==> src/source/rv32_csr_addr_pkg.sv <==
package rv32_csr_addr_pkg;

    // Machine information and trap setup
    localparam logic [11:0] csr_mstatus   = 12'h300;
    localparam logic [11:0] csr_misa      = 12'h301;
    localparam logic [11:0] csr_mtvec     = 12'h305;
    localparam logic [11:0] csr_mscratch  = 12'h340;
    localparam logic [11:0] csr_mepc      = 12'h341;

    // Machine counters
    localparam logic [11:0] csr_mcycle    = 12'hB00;
    localparam logic [11:0] csr_minstret  = 12'hB02;
    localparam logic [11:0] csr_mcycleh   = 12'hB80;
    localparam logic [11:0] csr_minstreth = 12'hB82;

    // User read-only counter shadows
    localparam logic [11:0] csr_cycle     = 12'hC00;
    localparam logic [11:0] csr_time      = 12'hC01;
    localparam logic [11:0] csr_instret   = 12'hC02;
    localparam logic [11:0] csr_cycleh    = 12'hC80;
    localparam logic [11:0] csr_timeh     = 12'hC81;
    localparam logic [11:0] csr_instreth  = 12'hC82;

    localparam logic [11:0] csr_mvendorid = 12'hF11;
    localparam logic [11:0] csr_marchid   = 12'hF12;
    localparam logic [11:0] csr_mimpid    = 12'hF13;
    localparam logic [11:0] csr_mhartid   = 12'hF14;

    // Ranges that read as zero
    localparam logic [11:0] csr_mhpmevent_first    = 12'h323;
    localparam logic [11:0] csr_mhpmevent_last     = 12'h33F;
    localparam logic [11:0] csr_pmpcfg_first       = 12'h3A0;
    localparam logic [11:0] csr_pmpcfg_last        = 12'h3A3;
    localparam logic [11:0] csr_pmpaddr_first      = 12'h3B0;
    localparam logic [11:0] csr_pmpaddr_last       = 12'h3BF;
    localparam logic [11:0] csr_mhpmcounter_first  = 12'hB03;
    localparam logic [11:0] csr_mhpmcounter_last   = 12'hB1F;
    localparam logic [11:0] csr_mhpmcounterh_first = 12'hB83;
    localparam logic [11:0] csr_mhpmcounterh_last  = 12'hB9F;

    // MXL = 1 (32 bit), extension I only
    localparam logic [31:0] misa_value = 32'h4000_0100;

    typedef union packed {
        logic [11:0] raw;
        struct packed {
            logic [1:0] access;   // 11 is read-only
            logic [1:0] priv;
            logic [7:0] index;
        } fields;
    } csr_addr_t;

endpackage

==> src/source/rv32_csr_op_pkg.sv <==
package rv32_csr_op_pkg;

    localparam logic [6:0] opcode_system = 7'b1110011;

    localparam logic [2:0] funct3_csrrw  = 3'b001;
    localparam logic [2:0] funct3_csrrs  = 3'b010;
    localparam logic [2:0] funct3_csrrc  = 3'b011;
    localparam logic [2:0] funct3_csrrwi = 3'b101;
    localparam logic [2:0] funct3_csrrsi = 3'b110;
    localparam logic [2:0] funct3_csrrci = 3'b111;

    // I-type layout of a SYSTEM instruction
    typedef struct packed {
        logic [11:0] csr;
        logic [4:0]  rs1;
        logic [2:0]  funct3;
        logic [4:0]  rd;
        logic [6:0]  opcode;
    } csr_instr_t;

    typedef enum logic [1:0] {
        op_rw = 2'b00,
        op_rs = 2'b01,
        op_rc = 2'b10
    } csr_write_op_t;

    typedef struct packed {
        logic                            valid;
        logic                            read;
        logic                            write;
        csr_write_op_t                   op;
        rv32_csr_addr_pkg::csr_addr_t    addr;
        logic [31:0]                     operand;
    } csr_req_t;

    typedef struct packed {
        logic [63:0] cycle;
        logic [63:0] instret;
    } counters_t;

endpackage

==> src/source/rv32_csr_decode.sv <==
`timescale 1ns/1ps

module rv32_csr_decode (
    input  logic                        instr_valid,
    input  logic [31:0]                 instr,
    input  logic [31:0]                 rs1_value,
    output rv32_csr_op_pkg::csr_req_t   req
);
    import rv32_csr_op_pkg::*;

    csr_instr_t    fields;
    logic          form_ok;
    logic          use_imm;
    csr_write_op_t op;

    assign fields = csr_instr_t'(instr);

    always_comb begin
        form_ok = 1'b1;
        use_imm = fields.funct3[2];
        case (fields.funct3)
            funct3_csrrw, funct3_csrrwi: op = op_rw;
            funct3_csrrs, funct3_csrrsi: op = op_rs;
            funct3_csrrc, funct3_csrrci: op = op_rc;
            default: begin
                op      = op_rw;
                form_ok = 1'b0;
            end
        endcase
    end

    always_comb begin
        req.valid   = instr_valid && (fields.opcode == opcode_system) && form_ok;
        req.op      = op;
        req.addr    = fields.csr;
        req.operand = use_imm ? {27'b0, fields.rs1} : rs1_value;
        // Set and clear with a zero source only read
        req.write   = (op == op_rw) || (fields.rs1 != 5'd0);
        // A swap into x0 skips the read side effect
        req.read    = !((op == op_rw) && (fields.rd == 5'd0));
    end

endmodule

==> src/source/rv32_csr_counters.sv <==
`timescale 1ns/1ps

module rv32_csr_counters (
    input  logic                        clk,
    input  logic                        rst_n,
    input  logic                        instr_retired,
    output rv32_csr_op_pkg::counters_t  counts
);
    import rv32_csr_op_pkg::*;

    logic [63:0] cycle;
    logic [63:0] instret;

    always_ff @(posedge clk or negedge rst_n) begin
        if (!rst_n) begin
            cycle <= 64'd0;
        end else begin
            cycle <= cycle + 64'd1;
        end
    end

    // Retire pulses are counted even while the pipeline stalls
    always_ff @(posedge clk or negedge rst_n) begin
        if (!rst_n) begin
            instret <= 64'd0;
        end else if (instr_retired) begin
            instret <= instret + 64'd1;
        end
    end

    always_comb begin
        counts.cycle   = cycle;
        counts.instret = instret;
    end

endmodule

==> src/source/rv32_csr_file.sv <==
`timescale 1ns/1ps

module rv32_csr_file (
    input  logic                        clk,
    input  logic                        rst_n,
    input  logic                        stall,
    input  rv32_csr_op_pkg::csr_req_t   req,
    input  rv32_csr_op_pkg::counters_t  counts,
    output logic [31:0]                 read_value,
    output logic                        illegal
);
    import rv32_csr_addr_pkg::*;
    import rv32_csr_op_pkg::*;

    logic        mstatus_mie;
    logic        mstatus_mpie;
    logic [31:2] mtvec_base;
    logic        mtvec_mode;
    logic [31:0] mscratch;
    logic [31:2] mepc;

    logic [11:0] addr;
    logic [31:0] old_value;
    logic [31:0] new_value;
    logic        known;
    logic        write_en;

    assign addr = req.addr.raw;

    always_comb begin
        known = 1'b1;
        case (addr)
            csr_mstatus:   old_value = {19'b0, 2'b11, 3'b0, mstatus_mpie, 3'b0, mstatus_mie, 3'b0};
            csr_misa:      old_value = misa_value;
            csr_mtvec:     old_value = {mtvec_base, 1'b0, mtvec_mode};
            csr_mscratch:  old_value = mscratch;
            csr_mepc:      old_value = {mepc, 2'b0};
            csr_mcycle,
            csr_cycle,
            csr_time:      old_value = counts.cycle[31:0];
            csr_mcycleh,
            csr_cycleh,
            csr_timeh:     old_value = counts.cycle[63:32];
            csr_minstret,
            csr_instret:   old_value = counts.instret[31:0];
            csr_minstreth,
            csr_instreth:  old_value = counts.instret[63:32];
            csr_mvendorid,
            csr_marchid,
            csr_mimpid,
            csr_mhartid:   old_value = 32'd0;
            default: begin
                old_value = 32'd0;
                // Hard-wired blocks are matched by range
                known = (addr >= csr_mhpmevent_first    && addr <= csr_mhpmevent_last)
                     || (addr >= csr_pmpcfg_first       && addr <= csr_pmpcfg_last)
                     || (addr >= csr_pmpaddr_first      && addr <= csr_pmpaddr_last)
                     || (addr >= csr_mhpmcounter_first  && addr <= csr_mhpmcounter_last)
                     || (addr >= csr_mhpmcounterh_first && addr <= csr_mhpmcounterh_last);
            end
        endcase
    end

    always_comb begin
        case (req.op)
            op_rw:   new_value = req.operand;
            op_rs:   new_value = old_value | req.operand;
            op_rc:   new_value = old_value & ~req.operand;
            default: new_value = old_value;
        endcase
    end

    assign illegal    = req.valid && (!known || (req.write && req.addr.fields.access == 2'b11));
    assign read_value = (req.valid && known) ? old_value : 32'd0;
    assign write_en   = req.valid && req.write && !stall && !illegal;

    // Only the implemented bits are stored; the rest read back as constants
    always_ff @(posedge clk or negedge rst_n) begin
        if (!rst_n) begin
            mstatus_mie  <= 1'b0;
            mstatus_mpie <= 1'b0;
            mtvec_base   <= 30'd0;
            mtvec_mode   <= 1'b0;
            mscratch     <= 32'd0;
            mepc         <= 30'd0;
        end else if (write_en) begin
            case (addr)
                csr_mstatus: begin
                    mstatus_mpie <= new_value[7];
                    mstatus_mie  <= new_value[3];
                end
                csr_mtvec: begin
                    mtvec_base <= new_value[31:2];
                    mtvec_mode <= new_value[0];
                end
                csr_mscratch: mscratch <= new_value;
                csr_mepc:     mepc     <= new_value[31:2];
                default: ;
            endcase
        end
    end

endmodule

==> src/source/rv32_csr_unit.sv <==
`timescale 1ns/1ps

module rv32_csr_unit (
    input  logic        clk,
    input  logic        rst_n,
    input  logic        stall,
    input  logic        instr_valid,
    input  logic [31:0] instr,
    input  logic [31:0] rs1_value,
    input  logic        instr_retired,
    output logic [31:0] read_value,
    output logic        illegal
);
    import rv32_csr_op_pkg::*;

    csr_req_t  req;
    counters_t counts;

    rv32_csr_decode decode_i (
        .instr_valid (instr_valid),
        .instr       (instr),
        .rs1_value   (rs1_value),
        .req         (req)
    );

    rv32_csr_counters counters_i (
        .clk           (clk),
        .rst_n         (rst_n),
        .instr_retired (instr_retired),
        .counts        (counts)
    );

    rv32_csr_file file_i (
        .clk        (clk),
        .rst_n      (rst_n),
        .stall      (stall),
        .req        (req),
        .counts     (counts),
        .read_value (read_value),
        .illegal    (illegal)
    );

endmodule

==> config.mk <==
export PLATFORM = sky130hd
export DESIGN_NAME = rv32_csr_unit
export DESIGN_NICKNAME = d
export VERILOG_FILES = /design/src/source/rv32_csr_addr_pkg.sv /design/src/source/rv32_csr_op_pkg.sv /design/src/source/rv32_csr_decode.sv /design/src/source/rv32_csr_counters.sv /design/src/source/rv32_csr_file.sv /design/src/source/rv32_csr_unit.sv
export SDC_FILE = /design/constraint.sdc
export NUM_CORES = 1
export LEC_CHECK = 0
export ABC_CLOCK_PERIOD_IN_PS = 2840
export BUFFER_PORTS_ARGS = -buffer_cell sky130_fd_sc_hd__buf_4
export CAP_MARGIN = 20
export CELL_PAD_IN_SITES_DETAIL_PLACEMENT = 1
export CELL_PAD_IN_SITES_GLOBAL_PLACEMENT = 1
export CORE_ASPECT_RATIO = 1.4
export CORE_MARGIN = 2
export CORE_UTILIZATION = 30
export DETAILED_ROUTE_END_ITERATION = 8
export PLACE_DENSITY_LB_ADDON = 0.1
export SLEW_MARGIN = 25
export SYNTH_ARGS = -nofsm -noshare
export SYNTH_HDL_FRONTEND = slang
export SYNTH_SLANG_ARGS = --single-unit
==> constraint.sdc <==
create_clock -name clk -period 2.84 [get_ports clk]
set_clock_uncertainty 0.05 [all_clocks]
set_input_delay 0.284 -clock clk [delete_from_list [all_inputs] [get_ports clk]]
set_output_delay 0.284 -clock clk [all_outputs]
set_load 0.005 [all_outputs]
==> flow_summary.html <==
<table>
<tr><th>Metric</th><th>Value</th></tr>
<tr><th colspan="2">Cells and area</th></tr>
<tr><td>Final design area excluding fillers</td><td>about 15000 µm²</td></tr>
<tr><td>Fraction of layout instances using a drive strength above 1</td><td>about 18%</td></tr>
<tr><td>Number of inserted diodes</td><td>0</td></tr>
<tr><td>Signed area change from the synthesized netlist to the final layout</td><td>20.5%</td></tr>
<tr><td>Number of nets in the finished design</td><td>1467</td></tr>
<tr><td>Filler cell count in the final layout</td><td>4727</td></tr>
<tr><th colspan="2">Detailed routing</th></tr>
<tr><td>Drt first pass iters</td><td>4</td></tr>
<tr><td>Routed WL per cell</td><td>23.0 µm</td></tr>
<tr><td>Total vias in the final route</td><td>10458</td></tr>
<tr><td>Number of nets with antenna violations after detailed routing</td><td>0</td></tr>
<tr><td>Total wirelength of the detailed-routed design</td><td>45000 µm</td></tr>
<tr><td>DRC violations left</td><td>0</td></tr>
<tr><td>Vias per std cell</td><td>between 5 and 6</td></tr>
<tr><td>First DRT Iteration DRCs</td><td>~450</td></tr>
<tr><th colspan="2">STA</th></tr>
<tr><td>Max Freq</td><td>373 MHz</td></tr>
<tr><td>Fin Setup TNS</td><td>0 ns</td></tr>
<tr><td>RSZ-0062 raised after global routing</td><td>false</td></tr>
<tr><td>Final setup vio count</td><td>0</td></tr>
<tr><td>Max-slew violation count</td><td>0</td></tr>
<tr><td>Final Critical Period</td><td>2.68 ns</td></tr>
<tr><td>Worst max-slew margin expressed relative to the limit</td><td>43.3%</td></tr>
<tr><td>Final worst path period share</td><td>a little over nine tenths</td></tr>
<tr><td>Fin. Hold Viols</td><td>0</td></tr>
<tr><td>Worst-margin pin slew</td><td>0.847 ns</td></tr>
<tr><th colspan="2">Yosys</th></tr>
<tr><td>Yosys top cell by area</td><td>sky130_fd_sc_hd__dfrtp_1</td></tr>
<tr><td>Top cells by area, synth</td><td>sky130_fd_sc_hd__dfrtp_1, sky130_fd_sc_hd__xnor2_1, sky130_fd_sc_hd__mux2i_1, sky130_fd_sc_hd__nor2_1, sky130_fd_sc_hd__a31oi_1</td></tr>
<tr><td>Mean instance size in the synthesized netlist</td><td>9.80 µm²</td></tr>
<tr><td>EDFF count, synth</td><td>0</td></tr>
<tr><td>Register bit count reported by yosys</td><td>223</td></tr>
<tr><td>Count of unique library cells instantiated by Yosys</td><td>64</td></tr>
<tr><td>Syn_nets</td><td>around 1400</td></tr>
<tr><td>Dominant register cell in the synthesized netlist</td><td>sky130_fd_sc_hd__dfrtp_1</td></tr>
<tr><td>Share of synthesized flip-flops with an asynchronous set or reset</td><td>100%</td></tr>
<tr><td>Number of warning messages in the yosys log</td><td>0</td></tr>
<tr><td>Post-Synthesis Cells</td><td>1282</td></tr>
<tr><td>Post-Syn Area</td><td>12600 µm²</td></tr>
<tr><td>Area fraction of the dominant cell type after synthesis</td><td>44.4%</td></tr>
<tr><td>Sequential element share of the synthesized area</td><td>44.4%</td></tr>
<tr><th colspan="2">Floorplanning</th></tr>
<tr><td>Standard-cell rows</td><td>88</td></tr>
<tr><td>Overall die width</td><td>177 µm</td></tr>
<tr><td>Core footprint</td><td>41300 µm²</td></tr>
<tr><td>IO Pins</td><td>102</td></tr>
<tr><td>DIE HEIGHT</td><td>246 µm</td></tr>
<tr><td>Initial Util</td><td>30.4%</td></tr>
<tr><td>Die area</td><td>43600 µm²</td></tr>
<tr><th colspan="2">CTS</th></tr>
<tr><td>Clock-pin slew on the worst setup and hold paths</td><td>0.06 ns</td></tr>
<tr><td>Max Buffers Root-to-Sink</td><td>3</td></tr>
<tr><td>CTS-repair resized insts</td><td>0</td></tr>
<tr><td>CTS tree</td><td>yes</td></tr>
<tr><td>Clock insertion delay at the later pin of the skew report</td><td>0.56 ns</td></tr>
<tr><td>Clock Sinks</td><td>between 200 and 250</td></tr>
<tr><td>Post-CTS Repair Setup Buffers</td><td>0</td></tr>
<tr><td>Cell at the root of the clock tree</td><td>sky130_fd_sc_hd__clkbuf_16</td></tr>
<tr><td>CTS hold repair buffers</td><td>2</td></tr>
<tr><td>CTS Buf Count</td><td>27</td></tr>
<tr><td>H-tree depth</td><td>1</td></tr>
<tr><th colspan="2">Worst setup path</th></tr>
<tr><td>Type of element launching the critical path</td><td>input port</td></tr>
<tr><td>Crit path max fanout</td><td>11</td></tr>
<tr><td>Worst path arrival time</td><td>2.35 ns</td></tr>
<tr><td>Worst setup path category</td><td>in2out</td></tr>
<tr><td>Nature of the critical path endpoint</td><td>output port</td></tr>
<tr><td>Required time reported for the critical path endpoint</td><td>roughly 2.5 ns</td></tr>
<tr><th colspan="2">Flow run</th></tr>
<tr><td>Max-cap violations</td><td>0</td></tr>
<tr><th colspan="2">Pwr</th></tr>
<tr><td>Post-layout total power</td><td>approximately 7.2 mW</td></tr>
<tr><td>Leakage power</td><td>6.49 nW</td></tr>
<tr><td>Cell Int Power</td><td>around 5.4 mW</td></tr>
<tr><td>Portion of total power attributed to sequential cells</td><td>45.6%</td></tr>
<tr><td>Switching component of the power</td><td>1.84 mW</td></tr>
<tr><td>Pwr/cell area</td><td>around 480 nW/µm²</td></tr>
<tr><td>Portion of total power attributed to the clock network</td><td>46.8%</td></tr>
<tr><td>Logic pwr share</td><td>7.7%</td></tr>
<tr><td>Max IR drop VDD</td><td>0.376 mV</td></tr>
<tr><td>Switch share</td><td>25.4%</td></tr>
<tr><th colspan="2">Placed design</th></tr>
<tr><td>Count of buffers inserted at the top-level ports</td><td>96</td></tr>
<tr><td>Standard cell area after detailed placement</td><td>roughly 14000 µm²</td></tr>
<tr><td>HPWL after detailed placement</td><td>approximately 32000 µm</td></tr>
<tr><td>Final Wtd Congestion</td><td>0.800</td></tr>
<tr><th colspan="2">GRT</th></tr>
<tr><td>Global-route wire length before repair</td><td>69800 µm</td></tr>
<tr><td>Antenna violations before repair</td><td>0</td></tr>
<tr><td>Tot GR Track Use</td><td>20.9%</td></tr>
<tr><td>Maximum number of pins on one net before global-route repair</td><td>80</td></tr>
<tr><td>Remaining global-route overflow</td><td>0</td></tr>
<tr><td>Vias in the first global route</td><td>11312</td></tr>
<tr><th colspan="2">Outcome</th></tr>
<tr><td>Status</td><td>finished, final reports clean</td></tr>
<tr><th colspan="2">Min path</th></tr>
<tr><td>Path class of the lowest-slack min-delay path</td><td>in2reg</td></tr>
</table>
-- cells in the mapped netlist (10+ instances only) --
cell type and instances:
sky130_fd_sc_hd__or3_1 24, sky130_fd_sc_hd__nor4_1 10, sky130_fd_sc_hd__o221ai_1 23, sky130_fd_sc_hd__nand2b_1 11, sky130_fd_sc_hd__clkbuf_1 47, sky130_fd_sc_hd__a31oi_1 91, sky130_fd_sc_hd__and4_1 14, sky130_fd_sc_hd__mux2i_1 80
sky130_fd_sc_hd__nor3_1 23, sky130_fd_sc_hd__nand4_1 41, sky130_fd_sc_hd__dfrtp_1 223, sky130_fd_sc_hd__nand2_1 49, sky130_fd_sc_hd__xnor2_1 92, sky130_fd_sc_hd__nor2_1 155, sky130_fd_sc_hd__xor2_1 33, sky130_fd_sc_hd__o22ai_1 26
sky130_fd_sc_hd__inv_1 46, sky130_fd_sc_hd__o2bb2ai_1 25, sky130_fd_sc_hd__nand3_1 63, sky130_fd_sc_hd__a211oi_1 34, sky130_fd_sc_hd__mux2_2 22, sky130_fd_sc_hd__and2_1 10, sky130_fd_sc_hd__buf_2 25, sky130_fd_sc_hd__and3_1 14
-- per-stage QoR --
step | worst slack [ns] | utilization [%] | hold slack, ns | std cells
after CTS | 0.108 | 36.6 | 0.0322 | 1952
final | 0.158 | 36.7 | 0.0605 | 1953
after detailed placement | 0.113 | 34.6 | 0.314 | 1904
after global placement | 0.135 | 34.6 | 0.318 | 1904
after floorplan | 0.570 | - | -0.0616 | 1282
after global routing | 0.0249 | 36.7 | 0.0744 | 1953
-- cells by family after synthesis --
| group | count (synthesis) | synth area share, % |
|---|---|---|
| buffers and inverters | 126 | 4.22 |
| adder cells (fa/ha/maj) | 2 | 0.199 |
| XOR/XNOR | 125 | 8.71 |
| AND/OR/NAND/NOR | 457 | 19.5 |
| AO/OA/AOI/OAI | 247 | 14.6 |
| flip-flops | 223 | 44.4 |
| multiplexers | 102 | 8.34 |
-- final cells by class --
class	count	area, µm²	share of cell area (%)
Sequential cell	223	5580	36.8
Clock buffer	43	786	5.19
Inverter	46	173	1.14
Clock inverter	3	43.8	0.289
Timing Repair Buffer	165	1410	9.30
Tap cell	540	676	4.46
Multi-Input combinational cell	933	6480	42.8
-- registers in the layout (all words and copies together), names as in the netlist --
signal               cells
file_i.mepc             30
file_i.mtvec_base       30
file_i.mtvec_mode        1
file_i.mstatus_mie       1
counters_i.cycle        64
file_i.mstatus_mpie      1
counters_i.instret      64
file_i.mscratch         32
-- layer usage --
layer | GRT usage (%) | vias to the layer above | part of all wire, % | routed length, µm
met3 | 2.48 | 45 | 2.5 | 1130
met5 | 0 | - | 0 | 0
met4 | 4.89 | 0 | 1.9 | 848
met2 | 37.0 | 115 | 51 | 22900
met1 | 27.0 | 5347 | 45 | 20100
li1 | - | 4951 | - | -
-- power groups by stage --
stage | registers, mW | logic [mW] | clock network, mW
2_1_floorplan | 3.33 | 0.273 | 0
3_3_place_gp | 3.36 | 0.559 | 0
3_5_place_dp | 3.36 | 0.564 | 0
4_1_cts | 3.30 | 0.569 | 3.50
5_1_grt | 3.31 | 0.608 | 3.62
6_report | 3.30 | 0.555 | 3.39
-- worst paths after layout --
check	startpoint	to	slack (ns)	cells past startpoint
worst max-delay path	instr[20]	read_value[14]	0.16	8
worst min-delay path	rs1_value[8]	file_i.mtvec_base[8]	0.06	4
min in group asynchronous	rst_n	counters_i.cycle[21]	0.27	2
worst max register to register	counters_i.instret[0]	counters_i.instret[63]	0.46	5
max in group asynchronous	rst_n	counters_i.instret[14]	1.66	3
worst min register to register	counters_i.cycle[63]	counters_i.cycle[63]	0.43	1
-- critical path, cell delays in order --
cell and delay (ns):
sky130_fd_sc_hd__buf_4 0.14, sky130_fd_sc_hd__nor4bb_1 0.27, sky130_fd_sc_hd__buf_4 0.22, sky130_fd_sc_hd__o211ai_2 0.35, sky130_fd_sc_hd__o2bb2ai_1 0.39, sky130_fd_sc_hd__nor2_1 0.08
sky130_fd_sc_hd__a211oi_1 0.41, sky130_fd_sc_hd__buf_4 0.19
-- layout by cell type (no fill, tap or decap), drive strengths merged, types with 3 or more instances in the layout --
cell / netlist / final
o22ai: 26 / 26
clkbuf: 47 / 43
xnor2: 92 / 92
or2: 6 / 6
o2bb2ai: 25 / 25
dfrtp: 223 / 223
nor2b: 4 / 4
nand3: 64 / 64
buf: 33 / 163
o221ai: 23 / 23
nor3b: 5 / 5
and3: 14 / 14
mux2: 22 / 22
a31oi: 91 / 91
nand3b: 4 / 4
a32o: 3 / 3
o211ai: 8 / 8
o2111ai: 9 / 9
xor2: 33 / 33
and2: 11 / 11
inv: 46 / 47
nor4: 15 / 15
nor2: 155 / 155
and4: 14 / 14
and4bb: 3 / 3
nand2b: 11 / 11
nor3: 26 / 26
nand2: 49 / 49
o21ai: 4 / 4
nand4: 41 / 41
a211oi: 34 / 34
nor4b: 3 / 3
a21oi: 7 / 7
mux2i: 80 / 80
o2111a: 4 / 4
or3: 24 / 24
No activity file was read; power rests on OpenSTA's default activity.
